<file path="src/console_settings.svh">
`ifndef CONSOLE_SETTINGS_SVH
`define CONSOLE_SETTINGS_SVH

// Clock and line rate
`define CONSOLE_CLK_FREQ 10000000
`define CONSOLE_BAUD 1000000

// Value report sizes in bytes
`define CONSOLE_PC_BYTES 8
`define CONSOLE_ALU_BYTES 3
`define CONSOLE_FIB_BYTES 8

// Message index and length width
`define CONSOLE_IDX_W 6

// Message lengths including CR LF
`define CONSOLE_BANNER_LEN 48
`define CONSOLE_MODE_LEN 30

// Line end characters
`define CONSOLE_CR 8'd13
`define CONSOLE_LF 8'd10

`endif
</file>
<file path="src/console_pkg.sv">
`default_nettype none

`include "console_settings.svh"

package console_pkg;

        // Granted source, PC has the highest priority
        typedef enum logic [3:0] {
                SRC_NONE,
                SRC_PC,
                SRC_ALU,
                SRC_FIB,
                SRC_BANNER,
                SRC_MODE_CPU,
                SRC_MODE_ALU,
                SRC_MODE_FIB,
                SRC_NEWLINE,
                SRC_KEY
        } source_t;

        typedef enum logic [1:0] {TX_IDLE, TX_START, TX_DATA, TX_STOP} tx_state_t;

        ////////////////////////////////////////////////////////////
        // Fixed texts, first character in the top byte
        ////////////////////////////////////////////////////////////
        localparam logic [8*`CONSOLE_BANNER_LEN-1:0] BANNER_TEXT = {
                "Terminal console online. Choose I, A or B mode", `CONSOLE_CR, `CONSOLE_LF};
        localparam logic [8*`CONSOLE_MODE_LEN-1:0] MODE_CPU_TEXT = {
                "Mode I: CPU program counter ", `CONSOLE_CR, `CONSOLE_LF};
        localparam logic [8*`CONSOLE_MODE_LEN-1:0] MODE_ALU_TEXT = {
                "Mode A: ALU result display  ", `CONSOLE_CR, `CONSOLE_LF};
        localparam logic [8*`CONSOLE_MODE_LEN-1:0] MODE_FIB_TEXT = {
                "Mode B: Fibonacci sequence  ", `CONSOLE_CR, `CONSOLE_LF};

endpackage

`default_nettype wire

</file>
<file path="src/uart_console_top.sv">
`default_nettype none

`include "console_settings.svh"

module uart_console_top (
        input  logic                            clk,
        input  logic                            rst_n,
        input  logic                            pc_req,
        input  logic                            alu_req,
        input  logic                            fib_req,
        input  logic                            banner_req,
        input  logic                            mode_cpu_req,
        input  logic                            mode_alu_req,
        input  logic                            mode_fib_req,
        input  logic                            newline_req,
        input  logic                            key_req,
        input  logic [8*`CONSOLE_PC_BYTES-1:0]  pc,
        input  logic [8*`CONSOLE_ALU_BYTES-1:0] alu,
        input  logic [8*`CONSOLE_FIB_BYTES-1:0] fib,
        input  logic [7:0]                      key_data,
        output logic                            txd,
        output logic                            busy
);

        import console_pkg::*;

        source_t                  grant;
        source_t                  msg_sel;
        logic [7:0]               key_byte;
        logic [7:0]               msg_byte;
        logic [7:0]               tx_byte;
        logic [`CONSOLE_IDX_W-1:0] msg_index;
        logic [`CONSOLE_IDX_W-1:0] msg_len;
        logic                     pending_any;
        logic                     seq_idle;
        logic                     byte_valid;
        logic                     byte_ready;
        logic                     tx_active;

        assign busy = pending_any || !seq_idle || tx_active;

        request_arbiter u_arb (
                .clk(clk), .rst_n(rst_n),
                .pc_req(pc_req), .alu_req(alu_req), .fib_req(fib_req),
                .banner_req(banner_req), .mode_cpu_req(mode_cpu_req),
                .mode_alu_req(mode_alu_req), .mode_fib_req(mode_fib_req),
                .newline_req(newline_req), .key_req(key_req), .key_data(key_data),
                .seq_idle(seq_idle), .grant(grant), .key_byte(key_byte),
                .pending_any(pending_any)
        );

        byte_sequencer u_seq (
                .clk(clk), .rst_n(rst_n), .grant(grant),
                .pc(pc), .alu(alu), .fib(fib), .key_byte(key_byte),
                .msg_byte(msg_byte), .msg_len(msg_len), .msg_sel(msg_sel),
                .msg_index(msg_index), .byte_valid(byte_valid), .tx_byte(tx_byte),
                .byte_ready(byte_ready), .seq_idle(seq_idle)
        );

        message_rom u_rom (
                .msg_sel(msg_sel), .msg_index(msg_index),
                .msg_byte(msg_byte), .msg_len(msg_len)
        );

        uart_tx u_tx (
                .clk(clk), .rst_n(rst_n), .byte_valid(byte_valid), .tx_byte(tx_byte),
                .byte_ready(byte_ready), .txd(txd), .tx_active(tx_active)
        );

endmodule

`default_nettype wire

</file>
<file path="src/byte_sequencer.sv">
`default_nettype none

`include "console_settings.svh"

module byte_sequencer (
        input  logic                          clk,
        input  logic                          rst_n,
        input  console_pkg::source_t          grant,
        input  logic [8*`CONSOLE_PC_BYTES-1:0]  pc,
        input  logic [8*`CONSOLE_ALU_BYTES-1:0] alu,
        input  logic [8*`CONSOLE_FIB_BYTES-1:0] fib,
        input  logic [7:0]                    key_byte,
        input  logic [7:0]                    msg_byte,
        input  logic [`CONSOLE_IDX_W-1:0]     msg_len,
        output console_pkg::source_t          msg_sel,
        output logic [`CONSOLE_IDX_W-1:0]     msg_index,
        output logic                          byte_valid,
        output logic [7:0]                    tx_byte,
        input  logic                          byte_ready,
        output logic                          seq_idle
);

        import console_pkg::*;

        localparam int SHIFT_W = 64;
        localparam int IDX_W = `CONSOLE_IDX_W;
        localparam logic [IDX_W-1:0] PC_COUNT = `CONSOLE_PC_BYTES + 2;
        localparam logic [IDX_W-1:0] ALU_COUNT = `CONSOLE_ALU_BYTES + 2;
        localparam logic [IDX_W-1:0] FIB_COUNT = `CONSOLE_FIB_BYTES + 2;
        localparam logic [IDX_W-1:0] LAST = 1;
        localparam logic [IDX_W-1:0] LF_POS = 2;
        localparam logic [IDX_W-1:0] CR_POS = 3;

        source_t            src;
        logic [SHIFT_W-1:0] shift;
        logic [SHIFT_W-1:0] snapshot;
        logic [IDX_W-1:0]   remaining;   // Bytes left, the one on valid included
        logic [IDX_W-1:0]   start_count;
        logic [7:0]         first_byte;
        logic               start;
        logic               xfer;
        logic               is_report;

        assign seq_idle = (remaining == '0);
        assign start = seq_idle && (grant != SRC_NONE);
        assign xfer = byte_valid && byte_ready;
        assign msg_sel = seq_idle ? grant : src; // ROM sees the grant for its length
        assign is_report = (src == SRC_PC) || (src == SRC_ALU) || (src == SRC_FIB);

        ////////////////////////////////////////////////////////////
        // Snapshot of the granted source, MSB aligned
        ////////////////////////////////////////////////////////////
        always_comb begin
                snapshot = '0;
                start_count = msg_len;
                case (grant)
                SRC_PC: begin
                        snapshot[SHIFT_W-1 -: 8*`CONSOLE_PC_BYTES] = pc;
                        start_count = PC_COUNT;
                end
                SRC_ALU: begin
                        snapshot[SHIFT_W-1 -: 8*`CONSOLE_ALU_BYTES] = alu;
                        start_count = ALU_COUNT;
                end
                SRC_FIB: begin
                        snapshot[SHIFT_W-1 -: 8*`CONSOLE_FIB_BYTES] = fib;
                        start_count = FIB_COUNT;
                end
                SRC_NEWLINE: begin
                        snapshot[SHIFT_W-1 -: 8] = `CONSOLE_LF;
                        start_count = LAST;
                end
                SRC_KEY: begin
                        snapshot[SHIFT_W-1 -: 8] = key_byte;
                        start_count = LAST;
                end
                default: ;                      // Texts come from the ROM
                endcase
                first_byte = (start_count == msg_len) ? msg_byte : snapshot[SHIFT_W-1 -: 8];
        end

        always_ff @(posedge clk or negedge rst_n) begin
                if (!rst_n) begin
                        src <= SRC_NONE;
                        remaining <= '0;
                        msg_index <= '0;
                        byte_valid <= 1'b0;
                end else if (start) begin
                        src <= grant;
                        remaining <= start_count;
                        msg_index <= LAST;      // Byte 0 goes out with the grant
                        byte_valid <= 1'b1;
                end else if (xfer) begin
                        remaining <= remaining - LAST;
                        if (remaining == LAST) begin
                                src <= SRC_NONE;
                                msg_index <= '0;
                                byte_valid <= 1'b0;
                        end else begin
                                msg_index <= msg_index + LAST;
                        end
                end
        end

        always_ff @(posedge clk) begin
                if (start) begin
                        tx_byte <= first_byte;
                        shift <= snapshot << 8;
                end else if (xfer && remaining != LAST) begin
                        if (!is_report) begin
                                tx_byte <= msg_byte;
                        end else if (remaining == CR_POS) begin
                                tx_byte <= `CONSOLE_CR;
                        end else if (remaining == LF_POS) begin
                                tx_byte <= `CONSOLE_LF;
                        end else begin
                                tx_byte <= shift[SHIFT_W-1 -: 8];
                                shift <= shift << 8;
                        end
                end
        end

endmodule

`default_nettype wire

</file>
<file path="src/request_arbiter.sv">
`default_nettype none

module request_arbiter (
        input  logic                 clk,
        input  logic                 rst_n,
        input  logic                 pc_req,
        input  logic                 alu_req,
        input  logic                 fib_req,
        input  logic                 banner_req,
        input  logic                 mode_cpu_req,
        input  logic                 mode_alu_req,
        input  logic                 mode_fib_req,
        input  logic                 newline_req,
        input  logic                 key_req,
        input  logic [7:0]           key_data,
        input  logic                 seq_idle,
        output console_pkg::source_t grant,
        output logic [7:0]           key_byte,
        output logic                 pending_any
);

        import console_pkg::*;

        localparam int NUM_REQ = 9;

        logic [NUM_REQ-1:0] req_vec; // Bit i belongs to source i + 1
        logic [NUM_REQ-1:0] pending;
        logic [NUM_REQ-1:0] served;

        assign req_vec = {key_req, newline_req, mode_fib_req, mode_alu_req, mode_cpu_req,
                          banner_req, fib_req, alu_req, pc_req};
        assign pending_any = |pending;

        always_comb begin
                grant = SRC_NONE;
                served = '0;
                if (seq_idle) begin
                        for (int i = NUM_REQ - 1; i >= 0; i--) begin
                                if (pending[i])
                                        grant = source_t'(4'(i + 1)); // Lowest index wins
                        end
                end
                if (grant != SRC_NONE)
                        served[int'(grant) - 1] = 1'b1;
        end

        always_ff @(posedge clk or negedge rst_n) begin
                if (!rst_n)
                        pending <= '0;
                else
                        pending <= (pending & ~served) | req_vec; // Repeats merge
        end

        always_ff @(posedge clk) begin
                if (key_req)
                        key_byte <= key_data;
        end

endmodule

`default_nettype wire

</file>
<file path="src/message_rom.sv">
`default_nettype none

`include "console_settings.svh"

module message_rom (
        input  console_pkg::source_t           msg_sel,
        input  logic [`CONSOLE_IDX_W-1:0]      msg_index,
        output logic [7:0]                     msg_byte,
        output logic [`CONSOLE_IDX_W-1:0]      msg_len
);

        import console_pkg::*;

        localparam int TEXT_W = 8 * `CONSOLE_BANNER_LEN;
        localparam logic [`CONSOLE_IDX_W-1:0] BANNER_LEN = `CONSOLE_BANNER_LEN;
        localparam logic [`CONSOLE_IDX_W-1:0] MODE_LEN = `CONSOLE_MODE_LEN;

        logic [TEXT_W-1:0] text; // Selected text, right aligned
        int                slot;

        always_comb begin
                text = '0;
                msg_len = '0;
                case (msg_sel)
                SRC_BANNER: begin
                        text = BANNER_TEXT;
                        msg_len = BANNER_LEN;
                end
                SRC_MODE_CPU: begin
                        text = TEXT_W'(MODE_CPU_TEXT);
                        msg_len = MODE_LEN;
                end
                SRC_MODE_ALU: begin
                        text = TEXT_W'(MODE_ALU_TEXT);
                        msg_len = MODE_LEN;
                end
                SRC_MODE_FIB: begin
                        text = TEXT_W'(MODE_FIB_TEXT);
                        msg_len = MODE_LEN;
                end
                default: ;
                endcase

                // Character 0 sits in the top byte of the message
                slot = int'(msg_len) - 1 - int'(msg_index);
                msg_byte = (slot >= 0) ? text[8*slot +: 8] : 8'd0;
        end

endmodule

`default_nettype wire

</file>
<file path="src/uart_tx.sv">
`default_nettype none

module uart_tx (
        input  logic       clk,
        input  logic       rst_n,
        input  logic       byte_valid,
        input  logic [7:0] tx_byte,
        output logic       byte_ready,
        output logic       txd,
        output logic       tx_active
);

        import console_pkg::*;

        tx_state_t  state;
        logic [2:0] bit_cnt;
        logic [7:0] shift;
        logic       tick;

        assign byte_ready = (state == TX_IDLE);
        assign tx_active = (state != TX_IDLE);

        baud_tick_gen u_baud (
                .clk    (clk),
                .rst_n  (rst_n),
                .enable (tx_active),
                .tick   (tick)
        );

        ////////////////////////////////////////////////////////////
        // Frame FSM, start low, 8 data LSB first, stop high
        ////////////////////////////////////////////////////////////
        always_ff @(posedge clk or negedge rst_n) begin
                if (!rst_n) begin
                        state <= TX_IDLE;
                        bit_cnt <= '0;
                        txd <= 1'b1;
                end else begin
                        case (state)
                        TX_IDLE: if (byte_valid) begin
                                state <= TX_START;
                                txd <= 1'b0;
                        end
                        TX_START: if (tick) begin
                                state <= TX_DATA;
                                txd <= shift[0];
                                bit_cnt <= '0;
                        end
                        TX_DATA: if (tick) begin
                                if (bit_cnt == 3'd7) begin
                                        state <= TX_STOP;
                                        txd <= 1'b1;
                                end else begin
                                        txd <= shift[0];
                                        bit_cnt <= bit_cnt + 3'd1;
                                end
                        end
                        TX_STOP: if (tick) state <= TX_IDLE;
                        default: state <= TX_IDLE;
                        endcase
                end
        end

        always_ff @(posedge clk) begin
                if (byte_valid && byte_ready)
                        shift <= tx_byte;
                else if (tick && (state == TX_START || state == TX_DATA))
                        shift <= {1'b0, shift[7:1]}; // Next bit to the bottom
        end

endmodule

`default_nettype wire

</file>
<file path="src/baud_tick_gen.sv">
`default_nettype none

`include "console_settings.svh"

module baud_tick_gen (
        input  logic clk,
        input  logic rst_n,
        input  logic enable,
        output logic tick
);

        localparam logic [32:0] CLK_FREQ = 33'(`CONSOLE_CLK_FREQ);
        localparam logic [32:0] BAUD = 33'(`CONSOLE_BAUD);

        logic [32:0] acc;
        logic [32:0] acc_sum;

        assign acc_sum = acc + BAUD;
        assign tick = enable && (acc_sum >= CLK_FREQ); // Wrap of the phase

        always_ff @(posedge clk or negedge rst_n) begin
                if (!rst_n) begin
                        acc <= '0;
                end else if (!enable) begin
                        acc <= '0;              // Fresh phase for each frame
                end else if (tick) begin
                        acc <= acc_sum - CLK_FREQ;
                end else begin
                        acc <= acc_sum;
                end
        end

endmodule

`default_nettype wire

</file>
<file path="config.mk">
export PLATFORM = sky130hd
export DESIGN_NAME = uart_console_top
export DESIGN_NICKNAME = d
export VERILOG_FILES = /design/src/console_pkg.sv /design/src/uart_console_top.sv /design/src/byte_sequencer.sv /design/src/request_arbiter.sv /design/src/message_rom.sv /design/src/uart_tx.sv /design/src/baud_tick_gen.sv
export VERILOG_INCLUDE_DIRS = /design/src
export SDC_FILE = /design/constraint.sdc
export NUM_CORES = 1
export LEC_CHECK = 0
export BUFFER_PORTS_ARGS = -buffer_cell sky130_fd_sc_hd__buf_4
export CORE_MARGIN = 4
export CORE_UTILIZATION = 59
export CTS_BUF_LIST = sky130_fd_sc_hd__clkbuf_4
export CTS_CLUSTER_SIZE = 40
export DETAILED_ROUTE_END_ITERATION = 16
export MAX_ROUTING_LAYER = met4
export PLACE_DENSITY = 0.83
export SLEW_MARGIN = 20
export SYNTH_ARGS = -nofsm -noshare
export SYNTH_HDL_FRONTEND = slang
export SYNTH_SLANG_ARGS = --single-unit
</file>
<file path="constraint.sdc">
create_clock -name clk -period 7.44 [get_ports clk]
set_input_delay 1.116 -clock clk [delete_from_list [all_inputs] [get_ports clk]]
set_output_delay 1.116 -clock clk [all_outputs]
set_load 0.1 [all_outputs]
</file>
==> impl_metrics.json <==
{
  "fp.dieW_um": 139,
  "syn_inst": 1151,
  "cts.path.max_buffers": 2,
  "synth_cell_types": 83,
  "preCtsSetupSlack_ps": 1820,
  "wire_per_inst_um": 23.1,
  "drv_slew": 0,
  "seq_area_frac_synth_pct": 38.4,
  "seq_power_share_pct": 30.2,
  "finClkSkew_ps": 29.5,
  "crit_type": "reg -> reg",
  "setup_viol": 0,
  "synth_area_per_cell_um2": 8.77,
  "hold_viol": 0,
  "finalSetupTns_ps": 0,
  "fp.coreArea_um2": 16700,
  "grt_pass1_vias": 10000,
  "max_freq_ghz": 0.172,
  "synth.most_common_cell": "nand2_1",
  "io_buffers": 172,
  "hold_class": "reg -> reg",
  "htreeDepth": 4,
  "drive_gt1_share_pct": 20.1,
  "p_int_mw": 2.50,
  "p_leak_nw": 4.90,
  "insertion_delay_ps": 590,
  "die-area_um2": 19300,
  "yosysTopAreaCell": "edfxtp_1",
  "yosysWarnings": 0,
  "first_iter_violations": 1318,
  "die_h_um": 139,
  "via_per_inst": 6.78,
  "synth_seq_cells": 139,
  "worstMarginPinSlew_ps": 1080,
  "synth-async-reset-ratio_pct": 42.4,
  "status": "finished clean",
  "overflow": 0,
  "worst_setup_path_end_kind": "register",
  "powerDensity_nw_per_um2": 418,
  "drc": 0,
  "yosys.area.top_type_share_pct": 23.8,
  "drv_cap": 0,
  "first_pass_iters": 9,
  "syn_nets": 1343,
  "cts_made_buffers": 17,
  "power.share.clock_pct": 12.0,
  "root_buffer": "clkbuf_4",
  "antenna_found_initial": 0,
  "synth_edf_count": 80,
  "min_period_over_period_pct": 78.3,
  "ys.flop_type": "edfxtp_1",
  "rows": 47,
  "post-dp-hpwl_mm": 25.0,
  "final_antenna_net_count": 0,
  "clk_pin_slew_ps": 150,
  "p_sw_mw": 2.47,
  "post_cts_buffers": 0,
  "grt_first_pass_wirelength_mm": 54.4,
  "final_nets": 1476,
  "startpoint_type": "register",
  "cts_tree": "done",
  "synthTopCellsByArea": "edfxtp_1 (24%), dfrtp_1 (14%), nand2_1 (5.4%)",
  "synthTopCellsByCount": "nand2_1 (145), o21ai_0 (106), edfxtp_1 (80), nor2_1 (76), clkbuf_1 (67)",
  "cts_resized": 0,
  "ir_worst_vdd_v": 0.000342,
  "fill_cells": 1290,
  "cts_hold_buf": 0,
  "slew_headroom_pct": 27.0,
  "route.vias.total": 10300,
  "rsz0062_at_grt": "no",
  "globalplace.congestion": 0.993,
  "mappedNetlistArea_um2": 10100,
  "groute.usage.overall_pct": 36.3,
  "fin_crit_ps": 5830,
  "power_frac_comb_pct": 57.8,
  "start_util_pct": 60.5,
  "cp.required_ps": 7870,
  "ioPinCount": 173,
  "swShare_pct": 49.6,
  "crit_fanout": 28,
  "n_antenna_cell": 0,
  "cts_num_sinks": 139,
  "grt_max_degree": 65,
  "worstPathArrival_ps": 6260,
  "wirelength_mm": 35.1,
  "fin_ws_ps": 1610,
  "area_growth_pct": 17.8
}
[cell type report]
| type | instances | area [µm²] | share of cell area, % |
|---|---|---|---|
| Clock inverter | 15 | 203 | 1.70 |
| Clock buffer | 17 | 128 | 1.07 |
| Sequential cell | 139 | 3880 | 32.6 |
| Multi-Input combinational cell | 909 | 5860 | 49.3 |
| Tap cell | 220 | 275 | 2.31 |
| Timing Repair Buffer | 195 | 1460 | 12.3 |
| Inverter | 22 | 82.6 | 0.694 |
[worst paths after layout]
path                                       to          startpoint  cells past startpoint  slack [ps]
max                          u_seq.tx_byte[2]  u_seq.remaining[0]                     21        1610
min                             u_tx.shift[5]       u_tx.shift[6]                      2         520
max reg2reg                  u_seq.tx_byte[2]  u_seq.remaining[0]                     21        1610
min reg2reg                     u_tx.shift[5]       u_tx.shift[6]                      2         520
max in group asynchronous  u_seq.remaining[0]               rst_n                      1        6300
min in group asynchronous     u_tx.bit_cnt[0]               rst_n                      1         580
[cells in the final DEF (no fill, tap or decap), types with 8 or more instances in the layout]
master and n:
a211o_1 8, a211oi_1 13, a21o_1 14, a21oi_1 53, a22o_1 8, a22oi_1 22
a311oi_1 9, a31oi_1 14, and2_1 11, and3_1 14, buf_4 195, clkbuf_4 17
dfrtp_1 58, edfxtp_1 80, ha_1 21, inv_1 20, mux2i_1 51, nand2_1 145
nand3_1 31, nand4_1 16, nor2_1 75, nor2b_1 9, nor3_1 40, nor4_1 11
o211ai_1 18, o21ai_0 105, o31ai_1 11, or4_1 8, xnor2_1 34, xor2_1 12
[registers in the layout, indices dropped and copies added (netlist names)]
register / count
u_arb.key_byte: 8
u_tx.u_baud.acc: 27
u_tx.txd: 1
u_seq.msg_index: 6
u_tx.state: 2
u_seq.src: 4
u_seq.byte_valid: 1
u_arb.pending: 9
u_seq.remaining: 6
u_tx.bit_cnt: 3
u_seq.tx_byte: 8
u_seq.shift: 56
u_tx.shift: 8
[per-layer routing]
metal | part of all wire (%) | routed length, µm | GRT usage [%]
met1 | 40 | 14000 | 47.8
met2 | 46 | 16200 | 55.9
met3 | 10 | 3570 | 7.72
met4 | 3.7 | 1300 | 13.2
met5 | 0 | 0 | -
[stage by stage]
step	utilization (%)	power (mW)	cells	hold WS (ps)	instance area (µm²)
floorplan	-	3.45	1151	463	10100
global placement	69.2	4.23	1485	487	11600
detailed placement	69.2	4.28	1485	485	11600
CTS	71.2	4.88	1517	516	11900
global route	71.2	5.27	1517	544	11900
finish	71.2	4.97	1517	525	11900
[critical path: stages (launching register included)]
cell,delay (ps)
dfrtp_1,480
inv_1,150
ha_1,170
nor3b_1,490
nand3_1,450
o31ai_2,340
buf_4,350
nand2_1,310
nand2_1,160
ha_1,260
nor2_1,100
nand3_1,80
a21oi_1,280
nand2b_1,150
nand3b_1,80
ha_1,300
a21o_1,350
nor3_1,410
mux2i_1,130
a221oi_1,360
o21ai_0,140
a21oi_1,140
[power by group through the flow]
| stage | Sequential (mW) | Clock (mW) | Combinational (mW) |
|---|---|---|---|
| after floorplan | 1.41 | 0 | 2.04 |
| after global placement | 1.49 | 0 | 2.74 |
| after detailed placement | 1.50 | 0 | 2.78 |
| after CTS | 1.49 | 0.595 | 2.79 |
| after global routing | 1.53 | 0.632 | 3.11 |
| final | 1.50 | 0.596 | 2.87 |
[cell families after synthesis]
| group | after synthesis | synth area share (%) |
|---|---|---|
| AO/OA/AOI/OAI | 375 | 25.2 |
| adder cells (fa/ha/maj) | 23 | 2.80 |
| multiplexers | 54 | 5.39 |
| buffers and inverters | 103 | 4.15 |
| AND/OR/NAND/NOR | 409 | 19.9 |
| XOR/XNOR | 48 | 4.16 |
| flip-flops | 139 | 38.4 |
(Power assumes the default switching activity.)
